File: src/hw/cpu_ctrl_pkg.sv
package cpu_ctrl_pkg;

  typedef enum logic [2:0] {
    idle,
    fetch,
    fetch_rel,   // fetch done, waiting for ack low
    exec,
    mem,
    mem_rel,
    fault
  } ctrl_state_t;

  // ********************
  // bus timing
  localparam int bus_timeout = 32;  // cycles without an ack edge
  localparam int timer_w     = $clog2(bus_timeout + 1);

endpackage

File: src/hw/cpu_isa_pkg.sv
package cpu_isa_pkg;

  localparam int word_w = 16;

  // one instruction word, read as a literal or as an operation
  typedef union packed {
    struct packed {
      logic        flag;   // set for a literal
      logic [14:0] value;
    } lit;
    struct packed {
      logic [3:0] major;
      logic [1:0] src;     // bit 11 also splits reg and misc ops
      logic [9:0] low;     // offset, subcode, flags
    } op;
  } insn_t;

  localparam logic [3:0] op_reg = 4'h7;

  // ********************
  // operand sources
  localparam logic [1:0] src_stk0 = 2'h0;
  localparam logic [1:0] src_fp   = 2'h1;
  localparam logic [1:0] src_ip   = 2'h2;
  localparam logic [1:0] src_cstk = 2'h3;

  // ********************
  // alu selects
  localparam logic [5:0] alu_add  = 6'h01;
  localparam logic [5:0] alu_sub  = 6'h02;
  localparam logic [5:0] alu_and  = 6'h03;
  localparam logic [5:0] alu_or   = 6'h04;
  localparam logic [5:0] alu_xor  = 6'h05;
  localparam logic [5:0] alu_shl  = 6'h06;
  localparam logic [5:0] alu_shr  = 6'h07;
  localparam logic [5:0] alu_swap = 6'h08;  // bit 3 set, so stk1 gets the old top
  localparam logic [5:0] alu_lit  = 6'h0f;
  localparam logic [5:0] alu_addr = 6'h20;
  localparam logic [5:0] alu_bz   = 6'h30;
  localparam logic [5:0] alu_bnz  = 6'h31;

endpackage
File: src/hw/stack_cpu_top.sv
module stack_cpu_top import cpu_isa_pkg::*; (
  input  logic              clk,
  input  logic              rst_n,
  input  logic              mem_ack,
  input  logic [word_w-1:0] mem_rdata,
  output logic              mem_req,
  output logic              mem_we,
  output logic              mem_byte,
  output logic [word_w-1:0] mem_addr,
  output logic [word_w-1:0] mem_wdata,
  output logic              bus_fault
);

  insn_t             insn;
  logic              commit;
  logic              waiting;
  logic              timeout;
  logic [word_w-1:0] load_data;

  // decoder controls
  logic              imm;
  logic [word_w-1:0] imm_mask;
  logic [1:0]        src_a;
  logic [5:0]        alu_sel;
  logic              wr_stk1;
  logic              pop;
  logic              push;
  logic              load_stk;
  logic              load_fp;
  logic              load_ip;
  logic              cpop;
  logic              cpush;
  logic              byt;
  logic              rd_mem;
  logic              wr_mem;

  logic [word_w-1:0] alu_y;
  logic              take_branch;
  logic [word_w-1:0] stk0;
  logic [word_w-1:0] stk1;
  logic [word_w-1:0] fp;
  logic [word_w-1:0] ip;
  logic [word_w-1:0] cstk0;

  cpu_sequencer u_cpu_sequencer (
    .clk       (clk),
    .rst_n     (rst_n),
    .mem_ack   (mem_ack),
    .mem_rdata (mem_rdata),
    .rd_mem    (rd_mem),
    .wr_mem    (wr_mem),
    .byt       (byt),
    .ip        (ip),
    .alu_y     (alu_y),
    .stk0      (stk0),
    .stk1      (stk1),
    .timeout   (timeout),
    .insn      (insn),
    .commit    (commit),
    .mem_req   (mem_req),
    .mem_we    (mem_we),
    .mem_byte  (mem_byte),
    .mem_addr  (mem_addr),
    .mem_wdata (mem_wdata),
    .waiting   (waiting),
    .bus_fault (bus_fault),
    .load_data (load_data)
  );

  stack_decoder u_stack_decoder (
    .insn     (insn),
    .imm      (imm),
    .imm_mask (imm_mask),
    .src_a    (src_a),
    .alu_sel  (alu_sel),
    .wr_stk1  (wr_stk1),
    .pop      (pop),
    .push     (push),
    .load_stk (load_stk),
    .load_fp  (load_fp),
    .load_ip  (load_ip),
    .cpop     (cpop),
    .cpush    (cpush),
    .byt      (byt),
    .rd_mem   (rd_mem),
    .wr_mem   (wr_mem)
  );

  stack_alu u_stack_alu (
    .insn        (insn),
    .src_a       (src_a),
    .alu_sel     (alu_sel),
    .imm         (imm),
    .imm_mask    (imm_mask),
    .stk0        (stk0),
    .stk1        (stk1),
    .fp          (fp),
    .ip          (ip),
    .cstk0       (cstk0),
    .alu_y       (alu_y),
    .take_branch (take_branch)
  );

  stack_regs #(
    .stack_depth (8)
  ) u_stack_regs (
    .clk         (clk),
    .rst_n       (rst_n),
    .commit      (commit),
    .pop         (pop),
    .push        (push),
    .load_stk    (load_stk),
    .load_fp     (load_fp),
    .load_ip     (load_ip),
    .cpop        (cpop),
    .cpush       (cpush),
    .wr_stk1     (wr_stk1),
    .take_branch (take_branch),
    .rd_mem      (rd_mem),
    .alu_y       (alu_y),
    .load_data   (load_data),
    .stk0        (stk0),
    .stk1        (stk1),
    .fp          (fp),
    .ip          (ip),
    .cstk0       (cstk0)
  );

  bus_wait_timer u_bus_wait_timer (
    .clk     (clk),
    .rst_n   (rst_n),
    .waiting (waiting),
    .mem_ack (mem_ack),
    .timeout (timeout)
  );

endmodule

File: src/hw/bus_wait_timer.sv
module bus_wait_timer import cpu_ctrl_pkg::*; (
  input  logic clk,
  input  logic rst_n,
  input  logic waiting,
  input  logic mem_ack,
  output logic timeout
);

  logic               ack_q;
  logic [timer_w-1:0] count;

  always_ff @(posedge clk or negedge rst_n)
  begin
    if (!rst_n)
    begin
      ack_q <= 1'b0;
      count <= '0;
    end
    else
    begin
      ack_q <= mem_ack;
      if (!waiting || (mem_ack != ack_q))
        count <= '0;  // new phase
      else if (!timeout)
        count <= count + 1'b1;
    end
  end

  assign timeout = count == timer_w'(bus_timeout);

endmodule

File: src/hw/cpu_sequencer.sv
module cpu_sequencer
  import cpu_isa_pkg::*;
  import cpu_ctrl_pkg::*;
(
  input  logic              clk,
  input  logic              rst_n,
  input  logic              mem_ack,
  input  logic [word_w-1:0] mem_rdata,
  input  logic              rd_mem,
  input  logic              wr_mem,
  input  logic              byt,
  input  logic [word_w-1:0] ip,
  input  logic [word_w-1:0] alu_y,
  input  logic [word_w-1:0] stk0,
  input  logic [word_w-1:0] stk1,
  input  logic              timeout,
  output insn_t             insn,
  output logic              commit,
  output logic              mem_req,
  output logic              mem_we,
  output logic              mem_byte,
  output logic [word_w-1:0] mem_addr,
  output logic [word_w-1:0] mem_wdata,
  output logic              waiting,
  output logic              bus_fault,
  output logic [word_w-1:0] load_data
);

  ctrl_state_t state;
  ctrl_state_t state_next;
  logic        mem_op;

  assign mem_op = rd_mem | wr_mem;

  always_ff @(posedge clk or negedge rst_n)
  begin
    if (!rst_n)
      state <= idle;
    else
      state <= state_next;
  end

  always_comb
  begin
    state_next = state;
    case (state)
      idle:
        if (!mem_ack)
          state_next = fetch;
      fetch:
        if (mem_ack)
          state_next = fetch_rel;
      fetch_rel:
        if (!mem_ack)
          state_next = exec;
      exec:
        state_next = mem_op ? mem : fetch;
      mem:
        if (mem_ack)
          state_next = mem_rel;
      mem_rel:
        if (!mem_ack)
          state_next = fetch;
      default:
        state_next = fault;  // held until reset
    endcase
    if (timeout)
      state_next = fault;
  end

  // instruction and read data latched on ack
  always_ff @(posedge clk)
  begin
    if (state == fetch && mem_ack)
      insn <= mem_rdata;
    if (state == mem && mem_ack && rd_mem)
      load_data <= byt ? word_w'(mem_rdata[7:0]) : mem_rdata;
  end

  // ********************
  // bus and control outputs
  assign mem_req   = (state == fetch) || (state == mem);
  assign mem_we    = (state == mem) && wr_mem;
  assign mem_byte  = (state == mem) && byt;
  assign mem_addr  = (state == mem) ? alu_y : ip;
  assign mem_wdata = (insn.op.major == op_reg) ? stk1 : stk0;  // misc store
  assign waiting   = state inside {fetch, fetch_rel, mem, mem_rel};
  assign bus_fault = state == fault;
  assign commit    = (state == exec && !mem_op) || (state == mem_rel && !mem_ack);

  a_req_until_ack: assert property (@(posedge clk) disable iff (!rst_n)
    $fell(mem_req) |-> $past(mem_ack) || bus_fault)
    else $error("mem_req dropped before mem_ack at %0t", $time);

  a_req_after_release: assert property (@(posedge clk) disable iff (!rst_n)
    $rose(mem_req) |-> !$past(mem_ack))
    else $error("mem_req raised while mem_ack high at %0t", $time);

endmodule

File: src/hw/stack_regs.sv
module stack_regs import cpu_isa_pkg::*; #(
  parameter int stack_depth = 8
) (
  input  logic              clk,
  input  logic              rst_n,
  input  logic              commit,
  input  logic              pop,
  input  logic              push,
  input  logic              load_stk,
  input  logic              load_fp,
  input  logic              load_ip,
  input  logic              cpop,
  input  logic              cpush,
  input  logic              wr_stk1,
  input  logic              take_branch,
  input  logic              rd_mem,
  input  logic [word_w-1:0] alu_y,
  input  logic [word_w-1:0] load_data,
  output logic [word_w-1:0] stk0,
  output logic [word_w-1:0] stk1,
  output logic [word_w-1:0] fp,
  output logic [word_w-1:0] ip,
  output logic [word_w-1:0] cstk0
);

  localparam int cnt_w = $clog2(stack_depth + 1);

  logic [word_w-1:0] dstk [stack_depth];
  logic [word_w-1:0] cstk [stack_depth];
  logic [cnt_w-1:0]  dcnt;
  logic [cnt_w-1:0]  ccnt;
  logic [word_w-1:0] top_in;
  logic [word_w-1:0] ip_next;

  assign top_in  = rd_mem ? load_data : alu_y;
  assign ip_next = ip + 16'd2;
  assign stk0    = dstk[0];
  assign stk1    = dstk[1];
  assign cstk0   = cstk[0];

  // ********************
  // data stack, entry 0 is the top
  always_ff @(posedge clk)
  begin
    if (commit)
    begin
      if (push && !pop)
      begin
        for (int i = stack_depth - 1; i > 0; i--)
          dstk[i] <= dstk[i - 1];
      end
      else if (pop && !push)
      begin
        for (int i = 1; i < stack_depth - 1; i++)
          dstk[i] <= dstk[i + 1];
        if (!load_stk)
          dstk[0] <= dstk[1];
      end
      if (load_stk)
        dstk[0] <= top_in;
      if (wr_stk1)
        dstk[1] <= dstk[0];  // old top into second entry
    end
  end

  always_ff @(posedge clk)
  begin
    if (commit && cpush)
    begin
      for (int i = stack_depth - 1; i > 0; i--)
        cstk[i] <= cstk[i - 1];
      cstk[0] <= load_ip ? ip_next : alu_y;  // return address on a call
    end
    else if (commit && cpop)
    begin
      for (int i = 0; i < stack_depth - 1; i++)
        cstk[i] <= cstk[i + 1];
    end
  end

  always_ff @(posedge clk or negedge rst_n)
  begin
    if (!rst_n)
    begin
      dcnt <= '0;
      ccnt <= '0;
      ip   <= '0;
      fp   <= '0;
    end
    else if (commit)
    begin
      dcnt <= dcnt + cnt_w'(push) - cnt_w'(pop);
      ccnt <= ccnt + cnt_w'(cpush) - cnt_w'(cpop);
      ip   <= (load_ip && take_branch) ? alu_y : ip_next;
      if (load_fp)
        fp <= alu_y;
    end
  end

  a_no_underflow: assert property (@(posedge clk) disable iff (!rst_n)
    commit |-> !(pop && !push && dcnt == '0) && !(cpop && ccnt == '0))
    else $error("stack underflow at %0t", $time);

  a_no_overflow: assert property (@(posedge clk) disable iff (!rst_n)
    commit |-> !(push && !pop && dcnt == stack_depth) && !(cpush && ccnt == stack_depth))
    else $error("stack overflow at %0t", $time);

endmodule

File: src/hw/stack_alu.sv
module stack_alu import cpu_isa_pkg::*; (
  input  insn_t             insn,
  input  logic [1:0]        src_a,
  input  logic [5:0]        alu_sel,
  input  logic              imm,
  input  logic [word_w-1:0] imm_mask,
  input  logic [word_w-1:0] stk0,
  input  logic [word_w-1:0] stk1,
  input  logic [word_w-1:0] fp,
  input  logic [word_w-1:0] ip,
  input  logic [word_w-1:0] cstk0,
  output logic [word_w-1:0] alu_y,
  output logic              take_branch
);

  logic [word_w-1:0] a;
  logic [word_w-1:0] offset;
  logic [3:0]        shamt;

  always_comb
  begin
    case (src_a)
      src_stk0: a = stk0;
      src_fp:   a = fp;
      src_ip:   a = ip;
      default:  a = cstk0;
    endcase
  end

  assign offset = {1'b0, insn.lit.value} & imm_mask;
  assign shamt  = a[3:0];

  always_comb
  begin
    if (imm)
    begin
      if (alu_sel == alu_lit)
        alu_y = offset;
      else
        alu_y = a + offset;  // addr, jump and branch targets
    end
    else
    begin
      case (alu_sel)
        alu_add:  alu_y = stk1 + a;
        alu_sub:  alu_y = stk1 - a;
        alu_and:  alu_y = stk1 & a;
        alu_or:   alu_y = stk1 | a;
        alu_xor:  alu_y = stk1 ^ a;
        alu_shl:  alu_y = stk1 << shamt;
        alu_shr:  alu_y = stk1 >> shamt;
        alu_swap: alu_y = stk1;
        default:  alu_y = a;  // pass source
      endcase
    end
  end

  always_comb
  begin
    case (alu_sel)
      alu_bz:  take_branch = stk0 == '0;
      alu_bnz: take_branch = stk0 != '0;
      default: take_branch = 1'b1;
    endcase
  end

endmodule

File: src/hw/stack_decoder.sv
module stack_decoder import cpu_isa_pkg::*; (
  input  insn_t             insn,
  output logic              imm,
  output logic [word_w-1:0] imm_mask,
  output logic [1:0]        src_a,
  output logic [5:0]        alu_sel,
  output logic              wr_stk1,
  output logic              pop,
  output logic              push,
  output logic              load_stk,
  output logic              load_fp,
  output logic              load_ip,
  output logic              cpop,
  output logic              cpush,
  output logic              byt,
  output logic              rd_mem,
  output logic              wr_mem
);

  assign imm = insn.op.major != op_reg;
  assign byt = insn.op.low[0];

  always_comb
  begin
    casez (insn.op.major)
      4'b1???: imm_mask = 16'h7fff;
      4'b000?: imm_mask = 16'h0ffe;  // jump, branch
      4'b001?: imm_mask = 16'h03fe;  // load, store
      default: imm_mask = 16'h03ff;
    endcase
  end

  always_comb
  begin
    src_a    = src_stk0;
    alu_sel  = 6'h00;
    wr_stk1  = 1'b0;
    pop      = 1'b0;
    push     = 1'b0;
    load_stk = 1'b0;
    load_fp  = 1'b0;
    load_ip  = 1'b0;
    cpop     = 1'b0;
    cpush    = 1'b0;
    rd_mem   = 1'b0;
    wr_mem   = 1'b0;
    if (insn.lit.flag)
    begin
      alu_sel  = alu_lit;
      push     = 1'b1;
      load_stk = 1'b1;
    end
    else
    begin
      casez (insn.op.major)
        4'b0000:
        begin
          src_a   = src_ip;
          alu_sel = alu_addr;
          load_ip = 1'b1;
          cpush   = insn.op.low[0];  // call
        end
        4'b0001:
        begin
          src_a   = src_ip;
          alu_sel = insn.op.low[0] ? alu_bnz : alu_bz;
          load_ip = 1'b1;
          pop     = 1'b1;
        end
        4'b0010:
        begin
          src_a    = insn.op.src;
          alu_sel  = alu_addr;
          rd_mem   = 1'b1;
          push     = 1'b1;
          load_stk = 1'b1;
        end
        4'b0011:
        begin
          src_a   = insn.op.src;
          alu_sel = alu_addr;
          wr_mem  = 1'b1;
          pop     = 1'b1;
        end
        4'b0100:
        begin
          src_a    = insn.op.src;
          alu_sel  = alu_addr;
          push     = 1'b1;
          load_stk = 1'b1;
        end
        4'b0101:
        begin
          src_a   = src_fp;
          alu_sel = alu_addr;
          load_fp = 1'b1;
        end
        4'b0111:
        begin
          if (!insn.op.src[1])
          begin
            alu_sel  = insn.op.low[5:0];
            pop      = insn.op.low[6];
            push     = insn.op.low[7];
            wr_stk1  = insn.op.low[3];
            load_stk = 1'b1;
          end
          else
          begin
            casez (insn.op.low[3:0])
              4'b0000:
              begin
                src_a   = src_cstk;  // return
                load_ip = 1'b1;
                cpop    = 1'b1;
              end
              4'b0010:
              begin
                src_a   = src_cstk;
                load_fp = 1'b1;
                cpop    = 1'b1;
              end
              4'b0011:
              begin
                src_a = src_fp;
                cpush = 1'b1;
              end
              4'b10??:
              begin
                rd_mem   = 1'b1;
                load_stk = 1'b1;
              end
              4'b11??:
              begin
                wr_mem   = 1'b1;
                pop      = 1'b1;
                load_stk = ~insn.op.low[1];  // 110x keeps the address
              end
              default: ;
            endcase
          end
        end
        default: ;  // 0110 reserved
      endcase
    end
  end

endmodule

File: config.mk
export PLATFORM = sky130hd
export DESIGN_NAME = stack_cpu_top
export DESIGN_NICKNAME = d
export VERILOG_FILES = /design/src/hw/cpu_ctrl_pkg.sv /design/src/hw/cpu_isa_pkg.sv /design/src/hw/stack_cpu_top.sv /design/src/hw/bus_wait_timer.sv /design/src/hw/cpu_sequencer.sv /design/src/hw/stack_regs.sv /design/src/hw/stack_alu.sv /design/src/hw/stack_decoder.sv
export SDC_FILE = /design/constraint.sdc
export NUM_CORES = 1
export LEC_CHECK = 0
export BUFFER_PORTS_ARGS = -buffer_cell sky130_fd_sc_hd__buf_2
export CELL_PAD_IN_SITES_DETAIL_PLACEMENT = 0
export CELL_PAD_IN_SITES_GLOBAL_PLACEMENT = 1
export CORE_MARGIN = 10
export CORE_UTILIZATION = 50
export CTS_BUF_LIST = sky130_fd_sc_hd__clkbuf_4 sky130_fd_sc_hd__clkbuf_8 sky130_fd_sc_hd__clkbuf_16
export CTS_CLUSTER_SIZE = 10
export DETAILED_ROUTE_END_ITERATION = 16
export PLACE_DENSITY_LB_ADDON = 0.1
export SYNTH_ARGS = -nofsm -noshare
export SYNTH_HDL_FRONTEND = slang
export SYNTH_SLANG_ARGS = --single-unit
File: constraint.sdc
create_clock -name clk -period 17.9 [get_ports clk]
set_input_delay 0.895 -clock clk [delete_from_list [all_inputs] [get_ports clk]]
set_output_delay 0.895 -clock clk [all_outputs]
set_load 0.1 [all_outputs]
==> results.json, run 1 <==
{
  "status": "finished, final reports clean",
  "final_antenna_net_count": 0,
  "fillCellCount": 3427,
  "cts_buffer_depth": 3,
  "drive_above_1_share": 0.120,
  "num_antenna_cells": 0,
  "finalSetupTns_ns": 0,
  "wl_per_cell_um": 26.9,
  "worstPathRequired_ns": 17.01,
  "stdcell_count": 2436,
  "track_usage": 0.270,
  "cp_max_fo": 39,
  "cp-start-kind": "register",
  "ir_drop_mv": 0.145,
  "dp.cells": 2372,
  "synth_enable_flop_cells": 288,
  "start_util": 0.507,
  "syn_inst": 1900,
  "drt_iter0_markers": 1571,
  "cts_tree": "done",
  "cts_buffers": 39,
  "cts_resized": 0,
  "synthArstFlopShare": 0.127,
  "postCtsSetupBuffers": 0,
  "clk_latency_ns": 0.58,
  "std_cell_rows": 72,
  "synth_seq_area_share": 0.493,
  "die-area_sq_um": 47700,
  "clkTransAtPathRegs_ns": 0.05,
  "syn_avg_cell_area_sq_um": 10.4,
  "max_slew_margin": 0.291,
  "portBuffers": 54,
  "grt_overflow_total": 0,
  "arrival_ns": 8.17,
  "antenna_found_initial": 1,
  "viasPerCell": 6.49,
  "fin_skew_ns": 0.0320,
  "die_w_um": 218,
  "power.density_nw_per_um2": 149,
  "drv_slew": 0,
  "htreeDepth": 2,
  "ys_ff_latch": 330,
  "synth_fp_nets": 1984,
  "fin_area_sq_um": 21600,
  "timing.fmax_ghz": 0.110,
  "hold_slack_ns": 0.446,
  "hold_path_class": "register to register",
  "drt_first_pass_iters": 5,
  "worst_pin_slew_ns": 1.06,
  "drt_wl_total_um": 65600,
  "maxCapViolCount": 0,
  "cts_hold_buffers": 0,
  "critPathCaptureType": "primary output",
  "via_count": 15800,
  "syn_area_sq_um": 19700,
  "synth_cell_types": 93,
  "gp_congestion": 1.00,
  "ys.flop_type": "edfxtp_1",
  "core_area_sq_um": 38800,
  "period_minus_slack_ns": 9.06,
  "hold_viol": 0,
  "cts-root-buf": "clkbuf_16",
  "post-route-period-util": 0.506,
  "die_h_um": 218,
  "area_delta_synth_final_pct": 9.66,
  "grt_pass1_vias": 15100,
  "yosysWarnings": 0,
  "utilization": 0.556,
  "dpl.hpwl_um": 46800,
  "p_leak_nw": 8.24,
  "cts_sinks": 330,
  "place_area_sq_um": 20400,
  "route.detailed.drc": 0,
  "fin_nets": 1979,
  "io_pins": 55,
  "setup_viol": 0,
  "rsz0062_at_grt": "false",
  "grt_pass1_wl_um": 97800,
  "grt_max_degree": 102,
  "crit_type": "register to primary output"
}
[report_power, final]
part / switching [mW] / internal [mW]
Combinational: 0.945 / 0.419
Sequential: 0.116 / 0.954
Clock: 0.312 / 0.463
[final cells by class]
cell class / instances / area (sq um) / area share
Inverter: 64 / 243 / 0.0112
Multi-Input combinational cell: 1367 / 9220 / 0.427
Timing Repair Buffer: 93 / 563 / 0.0261
Sequential cell: 330 / 9700 / 0.449
Clock buffer: 61 / 1170 / 0.0542
Clock inverter: 3 / 55.1 / 0.00255
Tap cell: 518 / 648 / 0.0300
[metal layers]
layer  vias to the layer above  part of all wire  GRT usage
met5                         -                 0          0
met4                         0             0.048      0.131
met1                      7861              0.43      0.366
met3                       127             0.065     0.0391
met2                       655              0.46      0.419
li1                       7161                 -          -
[worst max-delay path, stage by stage, from the launching register on]
cell	delay (ns)
edfxtp_1	0.78
and4b_1	0.29
buf_4	0.32
o211ai_1	0.42
o21a_1	0.45
buf_4	0.29
nor2_1	0.22
nor2_4	0.12
inv_4	0.45
ha_1	0.27
inv_1	0.06
nor4_1	0.58
nand3_1	0.28
o21ai_0	0.26
xnor2_1	0.15
ha_1	0.31
nand2_1	0.09
a211o_1	0.10
nand3_1	0.14
o41ai_1	0.54
o21a_1	0.23
xnor2_1	0.07
a21oi_1	0.54
a31oi_1	0.25
buf_2	0.35
[sequential cells by signal, indices dropped and copies added, names as in the netlist]
name,cells
u_cpu_sequencer.load_data,16
u_bus_wait_timer.count,6
u_stack_regs.fp,16
u_cpu_sequencer.state,3
u_bus_wait_timer.ack_q,1
u_stack_regs.cstk,128
u_cpu_sequencer.insn,16
u_stack_regs.dstk,128
u_stack_regs.ip,16
[stage by stage]
stage | worst slack, ns | power [mW]
3_5_place_dp | 9.67 | 2.41
6_report | 8.84 | 3.21
2_1_floorplan | 9.91 | 2.01
3_3_place_gp | 9.81 | 2.41
5_1_grt | 8.40 | 3.35
4_1_cts | 9.08 | 3.20
[placed cells by master (no fill, tap or decap), types with 42 or more instances in the layout]
master / count
a21oi_1: 65
a22o_1: 128
buf_2: 54
dfrtp_1: 42
edfxtp_1: 288
ha_1: 63
inv_1: 58
mux2i_1: 75
nand2_1: 265
nor2_1: 94
o21ai_0: 136
[cells by family after synthesis]
logic type | after synthesis | share of synthesized area
compound gates | 573 | 0.204
simple gates | 566 | 0.135
flops | 330 | 0.493
buf+inv | 203 | 0.0423
mux | 111 | 0.0616
fa+ha+maj | 67 | 0.0431
xor+xnor | 50 | 0.0222
[cells in the mapped netlist (21+ instances only)]
master | instances | area share
o211ai_1 | 37 | 0.014
nor3_1 | 34 | 0.0086
dfrtp_1 | 42 | 0.053
a22o_1 | 128 | 0.057
xnor2_1 | 41 | 0.018
clkbuf_1 | 94 | 0.018
edfxtp_1 | 288 | 0.44
o21ai_0 | 137 | 0.035
mux2_2 | 31 | 0.018
inv_1 | 58 | 0.011
ha_1 | 63 | 0.040
nand2_1 | 265 | 0.051
a21oi_1 | 65 | 0.017
nand3_1 | 41 | 0.010
a31oi_1 | 21 | 0.0067
mux2i_1 | 75 | 0.038
nor2_1 | 95 | 0.018
o21ai_1 | 25 | 0.0064
buf_2 | 21 | 0.0053
[worst paths after layout]
path                                                      from                                   end  slack, ns  depth (start not counted)
max                         u_cpu_sequencer.insn[14]$_DFFE_PP_                          mem_addr[15]       8.84                         24
min                        u_stack_regs.cstk[0][110]$_DFFE_PP_   u_stack_regs.cstk[0][126]$_DFFE_PP_       0.45                          0
max reg2reg                 u_cpu_sequencer.insn[14]$_DFFE_PP_    u_stack_regs.dstk[0][15]$_DFFE_PP_      10.36                         23
min reg2reg                u_stack_regs.cstk[0][110]$_DFFE_PP_   u_stack_regs.cstk[0][126]$_DFFE_PP_       0.45                          0
max in group asynchronous                                rst_n  u_cpu_sequencer.state[0]$_DFFE_PN0P_      16.71                          1
min in group asynchronous                                rst_n        u_stack_regs.ip[0]$_DFFE_PN0P_       0.53                          1
No activity file was read; power rests on OpenSTA's default activity.
==> inputs of run 2 (changes only) <==
==> constraint.sdc (replaced) <==
create_clock -name clk -period 9.4 [get_ports clk]
set_input_delay 0.47 -clock clk [delete_from_list [all_inputs] [get_ports clk]]
set_output_delay 0.47 -clock clk [all_outputs]
set_load 0.1 [all_outputs]
==> results.json, run 2 (same netlist as run 1, synthesis figures left out) <==
{
  "post-route-period-util": 0.918,
  "layout_commonest_cell": "edfxtp_1",
  "die_w_um": 218,
  "period_minus_slack_ns": 8.63,
  "max_stage_delay_ns": 0.79,
  "postCtsSetupBuffers": 0,
  "grt_pass1_wl_um": 98700,
  "final_cell_mix": "edfxtp_1, nand2_1, o21ai_0, a22o_1, nor2_1",
  "maxCapViolCount": 0,
  "cts_tree": "done",
  "viasPerCell": 6.58,
  "area_delta_synth_final_pct": 9.51,
  "final_antenna_net_count": 0,
  "setup_viol": 0,
  "num_antenna_cells": 0,
  "fin_nets": 1982,
  "die_h_um": 218,
  "cp-start-kind": "register",
  "grt_overflow_total": 0,
  "std_cell_rows": 72,
  "finalSetupTns_ns": 0,
  "wl_per_cell_um": 27.4,
  "cts_sinks": 330,
  "htreeDepth": 2,
  "utilization": 0.555,
  "regArea_sq_um": 9700,
  "worstPathRequired_ns": 8.93,
  "hold_viol": 0,
  "ir_drop_mv": 0.246,
  "p_leak_nw": 8.21,
  "power_mw": 6.08,
  "multi_input_area_sq_um": 9220,
  "core_area_sq_um": 38800,
  "power.density_nw_per_um2": 282,
  "portBuffers": 54,
  "grt_max_degree": 103,
  "crit_chain": "and4b_1, buf_4, o211ai_1, o21a_1, buf_4, o211ai_1, and2_1, inv_2, nor2_1, a21oi_1, xnor2_1, ha_1, o21ai_0, a21boi_0, o21ai_0, a21oi_1, o211ai_1, a211o_1, o211a_1, a21oi_1, nor2_1, o21ai_0, buf_2",
  "gp_congestion": 0.969,
  "drt_wl_total_um": 66600,
  "cts-root-buf": "clkbuf_16",
  "cp_max_fo": 26,
  "top_regs": "u_stack_regs.cstk x128, u_stack_regs.dstk x128",
  "drt_first_pass_iters": 6,
  "start_util": 0.507,
  "clk_latency_ns": 0.57,
  "fin_skew_ns": 0.0300,
  "antenna_found_initial": 2,
  "io_pins": 55,
  "cts_hold_buffers": 0,
  "drt_iter0_markers": 1894,
  "clkTransAtPathRegs_ns": 0.06,
  "rsz0062_at_grt": "false",
  "drv_slew": 0,
  "worst_pin_slew_ns": 1.13,
  "cts_buffer_depth": 3,
  "fillCellCount": 3418,
  "route.detailed.drc": 0,
  "via_count": 16000,
  "track_usage": 0.274,
  "status": "finished, final reports clean",
  "arrival_ns": 8.16,
  "critPathCaptureType": "primary output",
  "dpl.hpwl_um": 47200,
  "hold_path_class": "primary input to async pin",
  "cts_resized": 0,
  "timing.fmax_ghz": 0.116,
  "die-area_sq_um": 47700,
  "grt_pass1_vias": 15200,
  "crit_type": "register to primary output",
  "slowest_stage": "edfxtp_1",
  "drive_above_1_share": 0.119,
  "max_slew_margin": 0.248,
  "cts_buffers": 40
}
## run 2: per-stage QoR
stage / hold slack [ns] / area (sq um) / setup WS (ns) / cells
after floorplan: 0.174 / 19700 / 1.84 / 1900
after global placement: 0.434 / 20400 / 1.84 / 2374
after detailed placement: 0.438 / 20400 / 1.61 / 2374
after CTS: 0.0788 / 21600 / 1.01 / 2430
after global routing: 0.0790 / 21600 / 0.377 / 2430
final: 0.0895 / 21600 / 0.775 / 2430
## run 2: metal layers
metal	vias up	part of all wire	GRT usage
met4	2	0.045	0.120
met1	8026	0.43	0.369
met5	-	0.00020	0
met3	157	0.066	0.0438
met2	643	0.46	0.429
li1	7151	-	-
## run 2: cell type report
cell class | instances | area share
inverters | 64 | 0.0113
multi-input cells | 1367 | 0.428
clock buffers | 51 | 0.0513
well taps | 518 | 0.0301
repair buffers | 95 | 0.0268
clock inverters | 5 | 0.00319
flip-flops and latches | 330 | 0.450
## run 2: report_power, final
part,switching (mW),internal (mW),total (mW)
Sequential,0.230,1.82,2.05
Clock,0.601,0.826,1.43
Combinational,1.80,0.808,2.61
Total,2.63,3.45,6.08
## run 2: worst paths after layout
| check | slack, ns | cells after the start | endpoint | startpoint |
|---|---|---|---|---|
| max in group asynchronous | 8.63 | 1 | u_bus_wait_timer.count[1]$_DFFE_PN0P_ | rst_n |
| min | 0.09 | 1 | u_stack_regs.ip[3]$_DFFE_PN0P_ | rst_n |
| max reg2reg | 2.16 | 23 | u_stack_regs.cstk[0][13]$_DFFE_PP_ | u_cpu_sequencer.insn[14]$_DFFE_PP_ |
| max | 0.77 | 23 | mem_addr[12] | u_cpu_sequencer.insn[14]$_DFFE_PP_ |
| min in group clk | 0.10 | 1 | u_cpu_sequencer.load_data[5]$_DFFE_PP_ | mem_rdata[5] |
| min reg2reg | 0.45 | 0 | u_stack_regs.cstk[0][114]$_DFFE_PP_ | u_stack_regs.cstk[0][98]$_DFFE_PP_ |
## run 2: critical path: cells and delay by family, from the launching register on
kind                     cells  cell delay, ns
AO/OA/AOI/OAI               13            3.35
XOR/XNOR                     1            0.17
adder cells (fa/ha/maj)      1            0.35
buffers and inverters        4            1.50
flip-flops                   1            0.79
AND/OR/NAND/NOR              4            1.40
==> inputs of run 3 (changes only) <==
--- a/config.mk
+++ b/config.mk
@@ -5,7 +5,6 @@
 export SDC_FILE = /design/constraint.sdc
 export NUM_CORES = 1
 export LEC_CHECK = 0
-export BUFFER_PORTS_ARGS = -buffer_cell sky130_fd_sc_hd__buf_2
 export CELL_PAD_IN_SITES_DETAIL_PLACEMENT = 0
 export CELL_PAD_IN_SITES_GLOBAL_PLACEMENT = 1
 export CORE_MARGIN = 10
@@ -13,6 +12,7 @@
 export CTS_BUF_LIST = sky130_fd_sc_hd__clkbuf_4 sky130_fd_sc_hd__clkbuf_8 sky130_fd_sc_hd__clkbuf_16
 export CTS_CLUSTER_SIZE = 10
 export DETAILED_ROUTE_END_ITERATION = 16
+export DONT_BUFFER_PORTS = 1
 export PLACE_DENSITY_LB_ADDON = 0.1
 export SYNTH_ARGS = -nofsm -noshare
 export SYNTH_HDL_FRONTEND = slang
==> results.json, run 3 (same netlist as run 1, synthesis figures left out) <==
{
  "status": "finished, final reports clean",
  "fin_skew_ns": 0.0150,
  "cts_sinks": 330,
  "cts_tree": "done",
  "num_antenna_cells": 0,
  "hold_viol": 0,
  "crit_buf_inv": 4,
  "crit_type": "register to primary output",
  "reg2reg_setup_slack_ns": 2.16,
  "io_pins": 55,
  "die_w_um": 218,
  "viasPerCell": 6.56,
  "p_leak_nw": 8.21,
  "cp-start-kind": "register",
  "finalSetupTns_ns": 0,
  "rr_startpoint": "u_cpu_sequencer.insn[0]$_DFFE_PP_",
  "clkTransAtPathRegs_ns": 0.05,
  "cp_max_fo": 39,
  "core_area_sq_um": 38800,
  "timing.fmax_ghz": 0.121,
  "slowest_stage": "o211ai_1",
  "reg2reg_depth": 22,
  "drive_above_1_share": 0.120,
  "rsz0062_at_grt": "false",
  "power.density_nw_per_um2": 280,
  "die-area_sq_um": 47700,
  "portBuffers": 0,
  "dpl.hpwl_um": 46400,
  "drt_first_pass_iters": 8,
  "drv_slew": 0,
  "start_util": 0.507,
  "crit_chain": "inv_1, o211ai_1, o21ai_2, nor2_1, nor2_4, inv_4, ha_1, inv_1, nor4_1, nand3_1, o21ai_0, xnor2_1, ha_1, nand2_1, a211o_1, nand3_1, o41ai_1, o21a_1, xnor2_1, a21oi_1, a31oi_2, buf_4",
  "worstReg2RegEnd": "u_stack_regs.cstk[0][13]$_DFFE_PP_",
  "cts_resized": 0,
  "layout_commonest_cell": "edfxtp_1",
  "max_slew_margin": 0.226,
  "area_delta_synth_final_pct": 10.6,
  "stdcell_count": 2421,
  "drt_wl_total_um": 65200,
  "hold_slack_ns": 0.124,
  "worstPathRequired_ns": 8.93,
  "cts_buffer_depth": 3,
  "route.detailed.drc": 0,
  "std_cell_rows": 72,
  "maxCapViolCount": 0,
  "htreeDepth": 2,
  "min_to": "u_cpu_sequencer.load_data[8]$_SDFFCE_PP0P_",
  "cts_buffers": 39,
  "post-route-period-util": 0.876,
  "min_from": "mem_rdata[8]",
  "critPathCaptureType": "primary output",
  "clk_latency_ns": 0.57,
  "multi_input_area_sq_um": 9340,
  "grt_pass1_vias": 15000,
  "hold_path_class": "primary input to register",
  "grt_max_degree": 82,
  "utilization": 0.561,
  "worst_pin_slew_ns": 1.16,
  "final_cell_mix": "edfxtp_1, nand2_1, a22o_1, o21ai_0, nor2_1",
  "dp.cells": 2336,
  "gp_congestion": 0.994,
  "cts-root-buf": "clkbuf_16",
  "cp_num_cells": 22,
  "top_regs": "u_stack_regs.cstk x128, u_stack_regs.dstk x128",
  "grt_pass1_wl_um": 98000,
  "final_antenna_net_count": 0,
  "antenna_found_initial": 0,
  "regArea_sq_um": 9700,
  "track_usage": 0.270,
  "ir_drop_mv": 0.241,
  "fillCellCount": 3421,
  "max_stage_delay_ns": 0.83,
  "whs_path_depth": 1,
  "wl_per_cell_um": 26.9,
  "arrival_ns": 7.77,
  "grt_overflow_total": 0,
  "critical_path.top_delay_family": "compound AO/OA/AOI/OAI gates",
  "die_h_um": 218,
  "fin_nets": 1962,
  "period_minus_slack_ns": 8.24,
  "drt_iter0_markers": 1878,
  "setup_viol": 0,
  "via_count": 15900
}
run 3: changes by cell type in the layout (fill, tap and decap cells not counted), moves of 3 or more:
cell           delta
clkinv_1          +3
dlygate4sd3_1    +18
clkbuf_4         +12
o21ai_2          +26
buf_4            +15
o21ai_0          -24
buf_2            -54
run 3: routing by layer:
metal | global-route usage | wire, um | up-vias
met3 | 0.0479 | 4830 | 176
met1 | 0.365 | 27700 | 7835
met2 | 0.411 | 29400 | 738
li1 | - | - | 7138
met4 | 0.136 | 3350 | 0
met5 | 0 | 0 | -
run 3: power breakdown:
part	total (mW)	switching (mW)	leakage [nW]	internal, mW
clock	1.42	0.584	0.605	0.835
combinational	2.63	1.81	4.32	0.824
sequential	2.04	0.225	3.29	1.82
total	6.09	2.62	8.21	3.48
run 3: repair_timing:
item / in CTS / in global routing
hold buffers: 19 / 0
buffers inserted: 0 / 0
endpoints found under the hold margin: 67 / 0
run 3: worst max path at each step:
stage | from | endpoint
floorplan | u_cpu_sequencer.insn[11]$_DFFE_PP_ | mem_addr[14]
global placement | u_cpu_sequencer.insn[0]$_DFFE_PP_ | mem_addr[13]
detailed placement | u_cpu_sequencer.insn[0]$_DFFE_PP_ | mem_addr[15]
CTS | u_cpu_sequencer.insn[0]$_DFFE_PP_ | mem_addr[15]
global route | u_cpu_sequencer.insn[0]$_DFFE_PP_ | mem_addr[15]
finish | u_cpu_sequencer.insn[0]$_DFFE_PP_ | mem_addr[15]
run 3: cell type report:
cell class / count / area share
Tap cell: 518 / 0.0297
Inverter: 64 / 0.0111
Clock inverter: 6 / 0.00304
Clock buffer: 60 / 0.0520
Timing Repair Buffer: 76 / 0.0301
Sequential cell: 330 / 0.445
Multi-Input combinational cell: 1367 / 0.429
run 3: stage by stage:
stage          power [mW]  instance area [sq um]  setup slack (ns)
2_1_floorplan        3.82                  19700              1.84
3_3_place_gp         4.61                  20400              2.23
3_5_place_dp         4.62                  20400              2.03
4_1_cts              6.07                  21800              1.44
5_1_grt              6.37                  21800             0.739
6_report             6.09                  21800              1.16
